[src/source/cp0_macros.svh]
`ifndef CP0_MACROS_SVH
`define CP0_MACROS_SVH

// datapath and address width
`define WORD_W 32

// fixed exception vector, no BEV or TLB offsets
`define EXC_ENTRY 32'hbfc00380

// status bits
`define STATUS_IE 0
`define STATUS_EXL 1
`define STATUS_ERL 2
`define STATUS_IM_LO 8
`define STATUS_IM_HI 15

// cause bits
`define CAUSE_EXC_LO 2
`define CAUSE_EXC_HI 6
`define CAUSE_IP_LO 8
`define CAUSE_IP_HI 15
`define CAUSE_BD 31

`endif

[src/source/cp0_pkg.sv]
package cp0_pkg;

    // MIPS32 ExcCode values handled by this block
    // TLB and watch codes are not produced here
    typedef enum logic [4:0] {
        // hardware or software interrupt
        code_int  = 5'd0,
        // address error on load or instruction fetch
        code_adel = 5'd4,
        // address error on store
        code_ades = 5'd5,
        // syscall instruction
        code_sys  = 5'd8,
        // break instruction
        code_bp   = 5'd9,
        // reserved instruction
        code_ri   = 5'd10,
        // integer overflow
        code_ov   = 5'd12
    } exc_code_e;

    // coprocessor-0 register numbers, select 0 only
    typedef enum logic [4:0] {
        // last faulting virtual address, read-only
        cp0_badvaddr = 5'd8,
        // interrupt mask, EXL, ERL and IE
        cp0_status   = 5'd12,
        // BD, pending interrupts and ExcCode
        cp0_cause    = 5'd13,
        // exception return address
        cp0_epc      = 5'd14
    } cp0_addr_e;

endpackage

[src/source/cp0_regs.sv]
`timescale 1ns/10ps
`include "cp0_macros.svh"

module cp0_regs (
    input  logic                  clk,
    input  logic                  rst_n,
    input  logic                  ret_fire,
    input  logic                  exc_taken,
    input  cp0_pkg::exc_code_e    exc_code,
    input  logic                  ret_eret,
    input  logic [`WORD_W-1:0]    ret_pc,
    input  logic                  ret_in_delay_slot,
    input  logic [`WORD_W-1:0]    ret_vaddr,
    input  logic                  exc_instr,
    input  logic                  ret_cp0_we,
    input  logic [4:0]            ret_cp0_addr,
    input  logic [`WORD_W-1:0]    ret_cp0_wdata,
    input  logic [5:0]            int_lines,
    input  logic [4:0]            cp0_raddr,
    output logic [`WORD_W-1:0]    status,
    output logic [7:0]            cause_ip,
    output logic [`WORD_W-1:0]    epc,
    output logic [`WORD_W-1:0]    cp0_rdata
);

    // IM, ERL, EXL and IE are the only software-visible status bits
    localparam logic [`WORD_W-1:0] status_wmask = (`WORD_W'(8'hff) << `STATUS_IM_LO)
                                                | (`WORD_W'(1) << `STATUS_ERL)
                                                | (`WORD_W'(1) << `STATUS_EXL)
                                                | (`WORD_W'(1) << `STATUS_IE);

    logic                  cause_bd;
    logic [5:0]            ip_hw;
    logic [1:0]            ip_sw;
    cp0_pkg::exc_code_e    cause_exc;
    logic [`WORD_W-1:0]    badvaddr;
    logic [`WORD_W-1:0]    cause;
    logic                  take_exc;
    logic                  take_eret;
    logic                  take_write;

    assign take_exc   = ret_fire & exc_taken;
    assign take_eret  = ret_fire & ret_eret & ~exc_taken;
    assign take_write = ret_fire & ret_cp0_we & ~exc_taken;

    assign cause_ip = {ip_hw, ip_sw};

    always_comb begin
        cause = '0;
        cause[`CAUSE_BD] = cause_bd;
        cause[`CAUSE_IP_HI:`CAUSE_IP_LO] = cause_ip;
        cause[`CAUSE_EXC_HI:`CAUSE_EXC_LO] = cause_exc;
    end

    always_ff @(posedge clk) begin
        if (!rst_n) begin
            status <= '0;
            status[`STATUS_ERL] <= 1'b1;
            cause_bd <= 1'b0;
            ip_hw <= '0;
            ip_sw <= '0;
            cause_exc <= cp0_pkg::code_int;
            epc <= '0;
            badvaddr <= '0;
        end else begin
            // hardware lines sampled every cycle
            ip_hw <= int_lines;
            if (take_exc) begin
                status[`STATUS_EXL] <= 1'b1;
                cause_exc <= exc_code;
                // nested exception keeps the original return point
                if (!status[`STATUS_EXL]) begin
                    cause_bd <= ret_in_delay_slot;
                    epc <= ret_in_delay_slot ? ret_pc - `WORD_W'(4) : ret_pc;
                end
                if (exc_code == cp0_pkg::code_adel || exc_code == cp0_pkg::code_ades) begin
                    badvaddr <= exc_instr ? ret_pc : ret_vaddr;
                end
            end else if (take_eret) begin
                // ERL has precedence over EXL
                if (status[`STATUS_ERL]) begin
                    status[`STATUS_ERL] <= 1'b0;
                end else begin
                    status[`STATUS_EXL] <= 1'b0;
                end
            end else if (take_write) begin
                case (ret_cp0_addr)
                    cp0_pkg::cp0_status: status <= ret_cp0_wdata & status_wmask;
                    cp0_pkg::cp0_cause:  ip_sw <= ret_cp0_wdata[`CAUSE_IP_LO+1:`CAUSE_IP_LO];
                    cp0_pkg::cp0_epc:    epc <= ret_cp0_wdata;
                    // badvaddr is read-only
                    default: ;
                endcase
            end
        end
    end

    // read port shows state after the last edge
    always_comb begin
        case (cp0_raddr)
            cp0_pkg::cp0_badvaddr: cp0_rdata = badvaddr;
            cp0_pkg::cp0_status:   cp0_rdata = status;
            cp0_pkg::cp0_cause:    cp0_rdata = cause;
            cp0_pkg::cp0_epc:      cp0_rdata = epc;
            default:               cp0_rdata = '0;
        endcase
    end

    assert property (@(posedge clk) disable iff (!rst_n)
        ret_fire && exc_taken |=> status[`STATUS_EXL])
        else $error("cp0_regs: EXL not set after exception");

endmodule

[src/source/exception_subsystem.sv]
`timescale 1ns/10ps
`include "cp0_macros.svh"

module exception_subsystem (
    input  logic                  clk,
    input  logic                  rst_n,
    input  logic                  ret_valid,
    output logic                  ret_ready,
    input  logic [`WORD_W-1:0]    ret_pc,
    input  logic                  ret_in_delay_slot,
    input  logic [`WORD_W-1:0]    ret_vaddr,
    input  logic                  exc_instr,
    input  logic                  exc_ri,
    input  logic                  exc_ov,
    input  logic                  exc_sys,
    input  logic                  exc_bp,
    input  logic                  exc_load,
    input  logic                  exc_store,
    input  logic                  ret_eret,
    input  logic                  ret_cp0_we,
    input  logic [4:0]            ret_cp0_addr,
    input  logic [`WORD_W-1:0]    ret_cp0_wdata,
    input  logic [5:0]            int_lines,
    input  logic [4:0]            cp0_raddr,
    output logic [`WORD_W-1:0]    cp0_rdata,
    output logic                  redirect_valid,
    output logic [`WORD_W-1:0]    redirect_pc,
    output logic                  flush
);

    logic                  exc_taken;
    cp0_pkg::exc_code_e    exc_code;
    logic [`WORD_W-1:0]    status;
    logic [7:0]            cause_ip;
    logic [`WORD_W-1:0]    epc;
    logic                  ret_fire;

    exception_unit u_exception_unit (
        .ret_valid (ret_valid),
        .ret_eret  (ret_eret),
        .exc_instr (exc_instr),
        .exc_ri    (exc_ri),
        .exc_ov    (exc_ov),
        .exc_sys   (exc_sys),
        .exc_bp    (exc_bp),
        .exc_load  (exc_load),
        .exc_store (exc_store),
        .status    (status),
        .cause_ip  (cause_ip),
        .exc_taken (exc_taken),
        .exc_code  (exc_code)
    );

    cp0_regs u_cp0_regs (
        .clk               (clk),
        .rst_n             (rst_n),
        .ret_fire          (ret_fire),
        .exc_taken         (exc_taken),
        .exc_code          (exc_code),
        .ret_eret          (ret_eret),
        .ret_pc            (ret_pc),
        .ret_in_delay_slot (ret_in_delay_slot),
        .ret_vaddr         (ret_vaddr),
        .exc_instr         (exc_instr),
        .ret_cp0_we        (ret_cp0_we),
        .ret_cp0_addr      (ret_cp0_addr),
        .ret_cp0_wdata     (ret_cp0_wdata),
        .int_lines         (int_lines),
        .cp0_raddr         (cp0_raddr),
        .status            (status),
        .cause_ip          (cause_ip),
        .epc               (epc),
        .cp0_rdata         (cp0_rdata)
    );

    redirect_ctrl u_redirect_ctrl (
        .clk            (clk),
        .rst_n          (rst_n),
        .ret_valid      (ret_valid),
        .exc_taken      (exc_taken),
        .ret_eret       (ret_eret),
        .epc            (epc),
        .ret_ready      (ret_ready),
        .ret_fire       (ret_fire),
        .redirect_valid (redirect_valid),
        .redirect_pc    (redirect_pc),
        .flush          (flush)
    );

endmodule

[src/source/exception_unit.sv]
`timescale 1ns/10ps
`include "cp0_macros.svh"

module exception_unit (
    input  logic                  ret_valid,
    input  logic                  ret_eret,
    input  logic                  exc_instr,
    input  logic                  exc_ri,
    input  logic                  exc_ov,
    input  logic                  exc_sys,
    input  logic                  exc_bp,
    input  logic                  exc_load,
    input  logic                  exc_store,
    input  logic [`WORD_W-1:0]    status,
    input  logic [7:0]            cause_ip,
    output logic                  exc_taken,
    output cp0_pkg::exc_code_e    exc_code
);

    logic [7:0] int_pending;
    logic       int_valid;
    logic       found;

    // pending and unmasked lines
    assign int_pending = cause_ip & status[`STATUS_IM_HI:`STATUS_IM_LO];

    // interrupts are blocked inside a handler or after reset
    assign int_valid = (|int_pending)
                     & status[`STATUS_IE]
                     & ~status[`STATUS_EXL]
                     & ~status[`STATUS_ERL];

    always_comb begin
        found    = 1'b1;
        exc_code = cp0_pkg::code_int;
        if (int_valid) begin
            exc_code = cp0_pkg::code_int;
        end else if (exc_instr) begin
            exc_code = cp0_pkg::code_adel;
        end else if (exc_ri) begin
            exc_code = cp0_pkg::code_ri;
        end else if (exc_ov) begin
            exc_code = cp0_pkg::code_ov;
        end else if (exc_sys) begin
            exc_code = cp0_pkg::code_sys;
        end else if (exc_bp) begin
            exc_code = cp0_pkg::code_bp;
        end else if (exc_load) begin
            exc_code = cp0_pkg::code_adel;
        end else if (exc_store) begin
            exc_code = cp0_pkg::code_ades;
        end else begin
            found = 1'b0;
        end

        // only a presented record can take anything
        exc_taken = ret_valid & found;

        if (exc_taken) begin
            assert (exc_code inside {cp0_pkg::code_int, cp0_pkg::code_adel,
                                     cp0_pkg::code_ades, cp0_pkg::code_sys,
                                     cp0_pkg::code_bp, cp0_pkg::code_ri,
                                     cp0_pkg::code_ov})
                else $error("exception_unit: illegal exc_code %0d", exc_code);
        end
        assert (ret_valid || !exc_taken)
            else $error("exception_unit: exc_taken without ret_valid");
    end

endmodule

[src/source/redirect_ctrl.sv]
`timescale 1ns/10ps
`include "cp0_macros.svh"

module redirect_ctrl (
    input  logic                  clk,
    input  logic                  rst_n,
    input  logic                  ret_valid,
    input  logic                  exc_taken,
    input  logic                  ret_eret,
    input  logic [`WORD_W-1:0]    epc,
    output logic                  ret_ready,
    output logic                  ret_fire,
    output logic                  redirect_valid,
    output logic [`WORD_W-1:0]    redirect_pc,
    output logic                  flush
);

    logic ret_event;
    logic event_q;

    assign ret_fire = ret_valid & ret_ready;

    // exception or eret on an accepted record
    assign ret_event = ret_fire & (exc_taken | ret_eret);

    always_ff @(posedge clk) begin
        if (!rst_n) begin
            event_q <= 1'b0;
        end else begin
            event_q <= ret_event;
        end
    end

    // target captured with the event, exception wins over eret
    always_ff @(posedge clk) begin
        if (ret_event) begin
            redirect_pc <= exc_taken ? `EXC_ENTRY : epc;
        end
    end

    assign redirect_valid = event_q;
    assign flush          = event_q;

    // one bubble while fetch turns around
    assign ret_ready = ~event_q;

    assert property (@(posedge clk) disable iff (!rst_n)
        redirect_valid |=> !redirect_valid)
        else $error("redirect_ctrl: redirect held for two cycles");

endmodule
[config.mk]
export PLATFORM = sky130hd
export DESIGN_NAME = exception_subsystem
export DESIGN_NICKNAME = d
export VERILOG_FILES = /design/src/source/cp0_pkg.sv /design/src/source/cp0_regs.sv /design/src/source/exception_subsystem.sv /design/src/source/exception_unit.sv /design/src/source/redirect_ctrl.sv
export VERILOG_INCLUDE_DIRS = /design/src /design/src/source
export SDC_FILE = /design/constraint.sdc
export NUM_CORES = 1
export LEC_CHECK = 0
export ABC_AREA = 1
export BUFFER_PORTS_ARGS = -buffer_cell sky130_fd_sc_hd__buf_2
export CORE_UTILIZATION = 56
export CTS_CLUSTER_SIZE = 30
export DETAILED_ROUTE_END_ITERATION = 8
export HOLD_SLACK_MARGIN = 0.15
export PLACE_DENSITY = 0.86
export SYNTH_ARGS = -nofsm -noshare
export SYNTH_HDL_FRONTEND = slang
export SYNTH_SLANG_ARGS = --single-unit
[constraint.sdc]
create_clock -name clk -period 3.5 [get_ports clk]
set_input_delay 0.175 -clock clk [delete_from_list [all_inputs] [get_ports clk]]
set_output_delay 0.175 -clock clk [all_outputs]
set_load 0.05 [all_outputs]
==> flow_metrics.env <==
export IMPL_total_routing_usage_reported_by_global_routing_pct=41.5
export IMPL_relative_contribution_of_combinational_cells_to_total_power_pct=18.7
export IMPL_antenna_found_initial=0
export IMPL_synthCells=918
export IMPL_dp_hpwl_mm=14.5
export IMPL_worst_slew_margin_rel_pct=30.8
export IMPL_skew_ns=0.0113
export IMPL_cellPowerDensity_nw_per_um2=458
export IMPL_hold_viol=0
export IMPL_cts_path_max_buffers=2
export IMPL_status="complete, no violations"
export IMPL_yosysWarnings=0
export IMPL_sum_of_internal_switching_and_leakage_power_mw=4.10
export IMPL_tns_ns=0
export IMPL_crit_slowest_cell="sky130_fd_sc_hd__dlygate4sd3_1"
export IMPL_vias=7828
export IMPL_synth_seq_cells=121
export IMPL_detailedRoute_firstIterationViolations=1172
export IMPL_clk_transition_reported_paths_ns=0.06
export IMPL_grt_start_max_net_pins=65
export IMPL_power_static_leakage_nw=4.17
export IMPL_part_of_the_power_in_the_clock_network_pct=42.2
export IMPL_timing_hold_worst_class="in -> reg"
export IMPL_critPathLaunchType="flip-flop"
export IMPL_net_count_final=1312
export IMPL_worst_path_largest_cell_delay_ns=0.63
export IMPL_io_pins=192
export IMPL_antenna_diode_count=0
export IMPL_number_of_vias_per_cell=5.85
export IMPL_synthDistinctLibCells=46
export IMPL_crit_chain="nand2_1, nand2_1, nor2_1, nand2_1, nand2_1, nand2_4, nand2_8, nor2_4, buf_4, o21ai_0, a31oi_1, dlygate4sd3_1"
export IMPL_crit_top_cell="sky130_fd_sc_hd__nand2_1"
export IMPL_critPathTopFamily="buffers and inverters"
export IMPL_synth_edff_count=32
export IMPL_grt_first_pass_wirelength_mm=37.2
export IMPL_ir_drop_v=0.000433
export IMPL_power_switching_mw=1.25
export IMPL_die_height_um=109
export IMPL_first_global_vias=7346
export IMPL_area_delta_synth_final_pct=39.4
export IMPL_fp_dieArea_um2=11900
export IMPL_cp_data_arrival_time_ns=3.37
export IMPL_async_flop_share_pct=0
export IMPL_wl_per_cell_um=18.1
export IMPL_cell_internal_pwr_mw=2.85
export IMPL_fraction_of_power_spent_switching_nets_pct=30.4
export IMPL_cp_end_kind="flip-flop"
export IMPL_worst_pin_slew_ns=1.04
export IMPL_final_layout_size_suffix_gt1_share_pct=21.0
export IMPL_gp_congestion=0.943
export IMPL_placement_rows=38
export IMPL_syn_num_nets=1044
export IMPL_final_period_utilization_pct=86.7
export IMPL_maxSlewViolCount=0
export IMPL_htree_levels=4
export IMPL_core_area_um2=11000
export IMPL_total_grt_overflow=0
export IMPL_ctsRootBufferMaster="sky130_fd_sc_hd__clkbuf_16"
export IMPL_critPathKind="reg -> reg"
export IMPL_cts_made_buffers=17
export IMPL_drt_first_pass_iters=7
export IMPL_crit_required_ns=3.84
export IMPL_post_route_drc_count=0
export IMPL_drt_antenna_violating_nets=0
export IMPL_grt_setup_unrepaired="false"
export IMPL_post_synth_instance_area_um2=6430
export IMPL_clock_sinks=121
export IMPL_critical_path_buf_inv_count=2
export IMPL_period_minus_slack_ns=3.03
export IMPL_avgSynthCellArea_um2=7.00
export IMPL_clock_latency_ns=0.42
export IMPL_initial_utilization_pct=58.3
export IMPL_finalSetupViolations=0
export IMPL_post_cts_setup_buffer_count=0
export IMPL_share_seq_of_total_power_pct=39.1
export IMPL_cts_tree="built"
export IMPL_fp_dieW_um=109
export IMPL_timing_fmax_mhz=330
export IMPL_critical_path_max_fanout=64
export IMPL_portBuffers=191
export IMPL_cap_viol_max_count=0
export IMPL_yosysSeqAreaShare_pct=42.7
export IMPL_totalWireLength_mm=24.2
export IMPL_synth_top_flop_cell="sky130_fd_sc_hd__dfxtp_1"
-- cell type report --
type                       count  area, um^2
inverter                      85         319
tap                          140         175
fill                         686        2070
multi-input combinational    663        3140
clock buffer                  17         425
timing repair buffer         298        2010
clock inverter                15         150
sequential                   121        2740
-- logic make-up after synthesis --
logic type / after synthesis / synth area share [%]
AND/OR/NAND/NOR: 461 / 29.9
AO/OA/AOI/OAI: 182 / 16.1
buffers and inverters: 134 / 8.53
flip-flops: 121 / 42.7
XOR/XNOR: 17 / 2.32
multiplexers: 2 / 0.311
adder cells (fa/ha/maj): 1 / 0.195
-- worst reg2reg max path, cell delays in order (launching register included) --
cell                            delay [ns]
sky130_fd_sc_hd__dfxtp_1              0.36
sky130_fd_sc_hd__nand2_1              0.09
sky130_fd_sc_hd__nand2_1              0.08
sky130_fd_sc_hd__nor2_1               0.05
sky130_fd_sc_hd__nand2_1              0.12
sky130_fd_sc_hd__nand2_1              0.19
sky130_fd_sc_hd__nand2_4              0.17
sky130_fd_sc_hd__nand2_8              0.22
sky130_fd_sc_hd__nor2_4               0.16
sky130_fd_sc_hd__buf_4                0.48
sky130_fd_sc_hd__o21ai_0              0.21
sky130_fd_sc_hd__a31oi_1              0.20
sky130_fd_sc_hd__dlygate4sd3_1        0.63
-- Yosys cell counts, types with 2 or more instances --
| library cell | number | area share (%) |
|---|---|---|
| sky130_fd_sc_hd__xor2_1 | 15 | 2.0 |
| sky130_fd_sc_hd__mux2i_1 | 2 | 0.31 |
| sky130_fd_sc_hd__nor2_2 | 5 | 0.49 |
| sky130_fd_sc_hd__o221ai_1 | 3 | 0.41 |
| sky130_fd_sc_hd__buf_2 | 15 | 1.2 |
| sky130_fd_sc_hd__o211ai_1 | 4 | 0.47 |
| sky130_fd_sc_hd__o21ai_1 | 19 | 1.5 |
| sky130_fd_sc_hd__nor4_1 | 3 | 0.29 |
| sky130_fd_sc_hd__inv_1 | 83 | 4.8 |
| sky130_fd_sc_hd__o21ai_0 | 83 | 6.5 |
| sky130_fd_sc_hd__o22ai_1 | 2 | 0.19 |
| sky130_fd_sc_hd__xnor2_1 | 2 | 0.27 |
| sky130_fd_sc_hd__a22oi_1 | 2 | 0.23 |
| sky130_fd_sc_hd__buf_6 | 3 | 0.53 |
| sky130_fd_sc_hd__nand4_1 | 11 | 1.1 |
| sky130_fd_sc_hd__nor2_4 | 2 | 0.35 |
| sky130_fd_sc_hd__a31oi_1 | 33 | 3.2 |
| sky130_fd_sc_hd__a221o_1 | 2 | 0.31 |
| sky130_fd_sc_hd__nor3_1 | 3 | 0.23 |
| sky130_fd_sc_hd__nor2_1 | 143 | 8.4 |
| sky130_fd_sc_hd__a21oi_1 | 21 | 1.6 |
| sky130_fd_sc_hd__nand3_1 | 26 | 2.0 |
| sky130_fd_sc_hd__inv_2 | 2 | 0.12 |
| sky130_fd_sc_hd__edfxtp_1 | 32 | 15 |
| sky130_fd_sc_hd__dfxtp_1 | 89 | 28 |
| sky130_fd_sc_hd__or2_2 | 4 | 0.39 |
| sky130_fd_sc_hd__nand2_1 | 252 | 15 |
| sky130_fd_sc_hd__clkbuf_1 | 30 | 1.8 |
| sky130_fd_sc_hd__o21bai_1 | 3 | 0.35 |
| sky130_fd_sc_hd__o2111ai_1 | 8 | 1.1 |
-- through the flow --
stage	std cells	utilization, %	hold WS [ns]	instance area [um^2]	setup WS [ns]
6_report	1339	81.2	0.157	8960	0.467
5_1_grt	1339	81.2	0.167	8960	0.307
4_1_cts	1339	81.2	0.152	8960	0.664
3_5_place_dp	1207	66.9	0.379	7380	0.816
2_1_floorplan	918	-	0.273	6430	1.21
3_3_place_gp	1207	66.9	0.378	7380	0.886
-- what timing repair did --
| item | 4_1_cts | 5_1_grt |
|---|---|---|
| resized for setup | 0 | 0 |
| endpoints found under the hold margin | 74 | 0 |
| hold buffers | 100 | 0 |
-- power by group through the flow --
stage	sequential, mW	combinational [mW]	clock, mW
4_1_cts	1.60	0.730	1.70
6_report	1.60	0.767	1.73
3_3_place_gp	1.62	0.627	0
2_1_floorplan	1.74	0.309	0
3_5_place_dp	1.62	0.635	0
5_1_grt	1.61	0.819	1.77
-- registers in the layout, indices dropped and copies added, names as in the netlist --
signal / flops
u_cp0_regs.epc: 32
u_cp0_regs.badvaddr: 32
u_cp0_regs.cause_bd: 1
u_cp0_regs.cause_exc: 4
u_cp0_regs.ip_sw: 2
u_redirect_ctrl.redirect_pc: 32
u_redirect_ctrl.flush: 1
u_cp0_regs.status: 11
u_cp0_regs.ip_hw: 6
-- path summary, 6_finish.rpt --
check / depth (start not counted) / to / slack, ns / startpoint
min: 5 / u_cp0_regs.epc[17] / 0.16 / ret_cp0_wdata[17]
max: 12 / u_cp0_regs.badvaddr[24] / 0.47 / u_cp0_regs.status[8]
max reg2reg: 12 / u_cp0_regs.badvaddr[24] / 0.47 / u_cp0_regs.status[8]
min reg2reg: 2 / u_cp0_regs.epc[8] / 0.47 / u_cp0_regs.epc[8]
-- placed cells by master (no fill, tap or decap), drive strengths merged, types with 2 or more instances in the layout --
cell type    netlist  final
nand2            255    255
a221o              2      2
o22ai              2      2
a22oi              2      2
o21bai             3      3
nand3b             2      2
dlygate4sd3        0    100
buf               19    198
clkinv             0      8
nand3             27     27
o211ai             4      4
o221ai             3      3
nand4             11     11
mux2i              2      2
clkbuf            30     17
dfxtp             89     89
a31oi             33     33
xnor2              2      2
bufinv             0      2
a21oi             21     21
clkinvlp           0      3
nor3b              2      2
o21ai            102    102
nor3               5      5
edfxtp            32     32
nor2             150    150
nor4               3      3
o2111ai            8      8
or2                5      5
inv               85     87
xor2              15     15
-- routing by layer --
layer | up-vias | part of all wire (%) | GRT usage, %
li1 | 3542 | - | -
met1 | 3471 | 36 | 54.9
met2 | 684 | 45 | 63.9
met3 | 131 | 14 | 8.67
met4 | 0 | 4.7 | 20.8
met5 | - | 0 | 0
No activity file was read; power rests on OpenSTA's default activity.
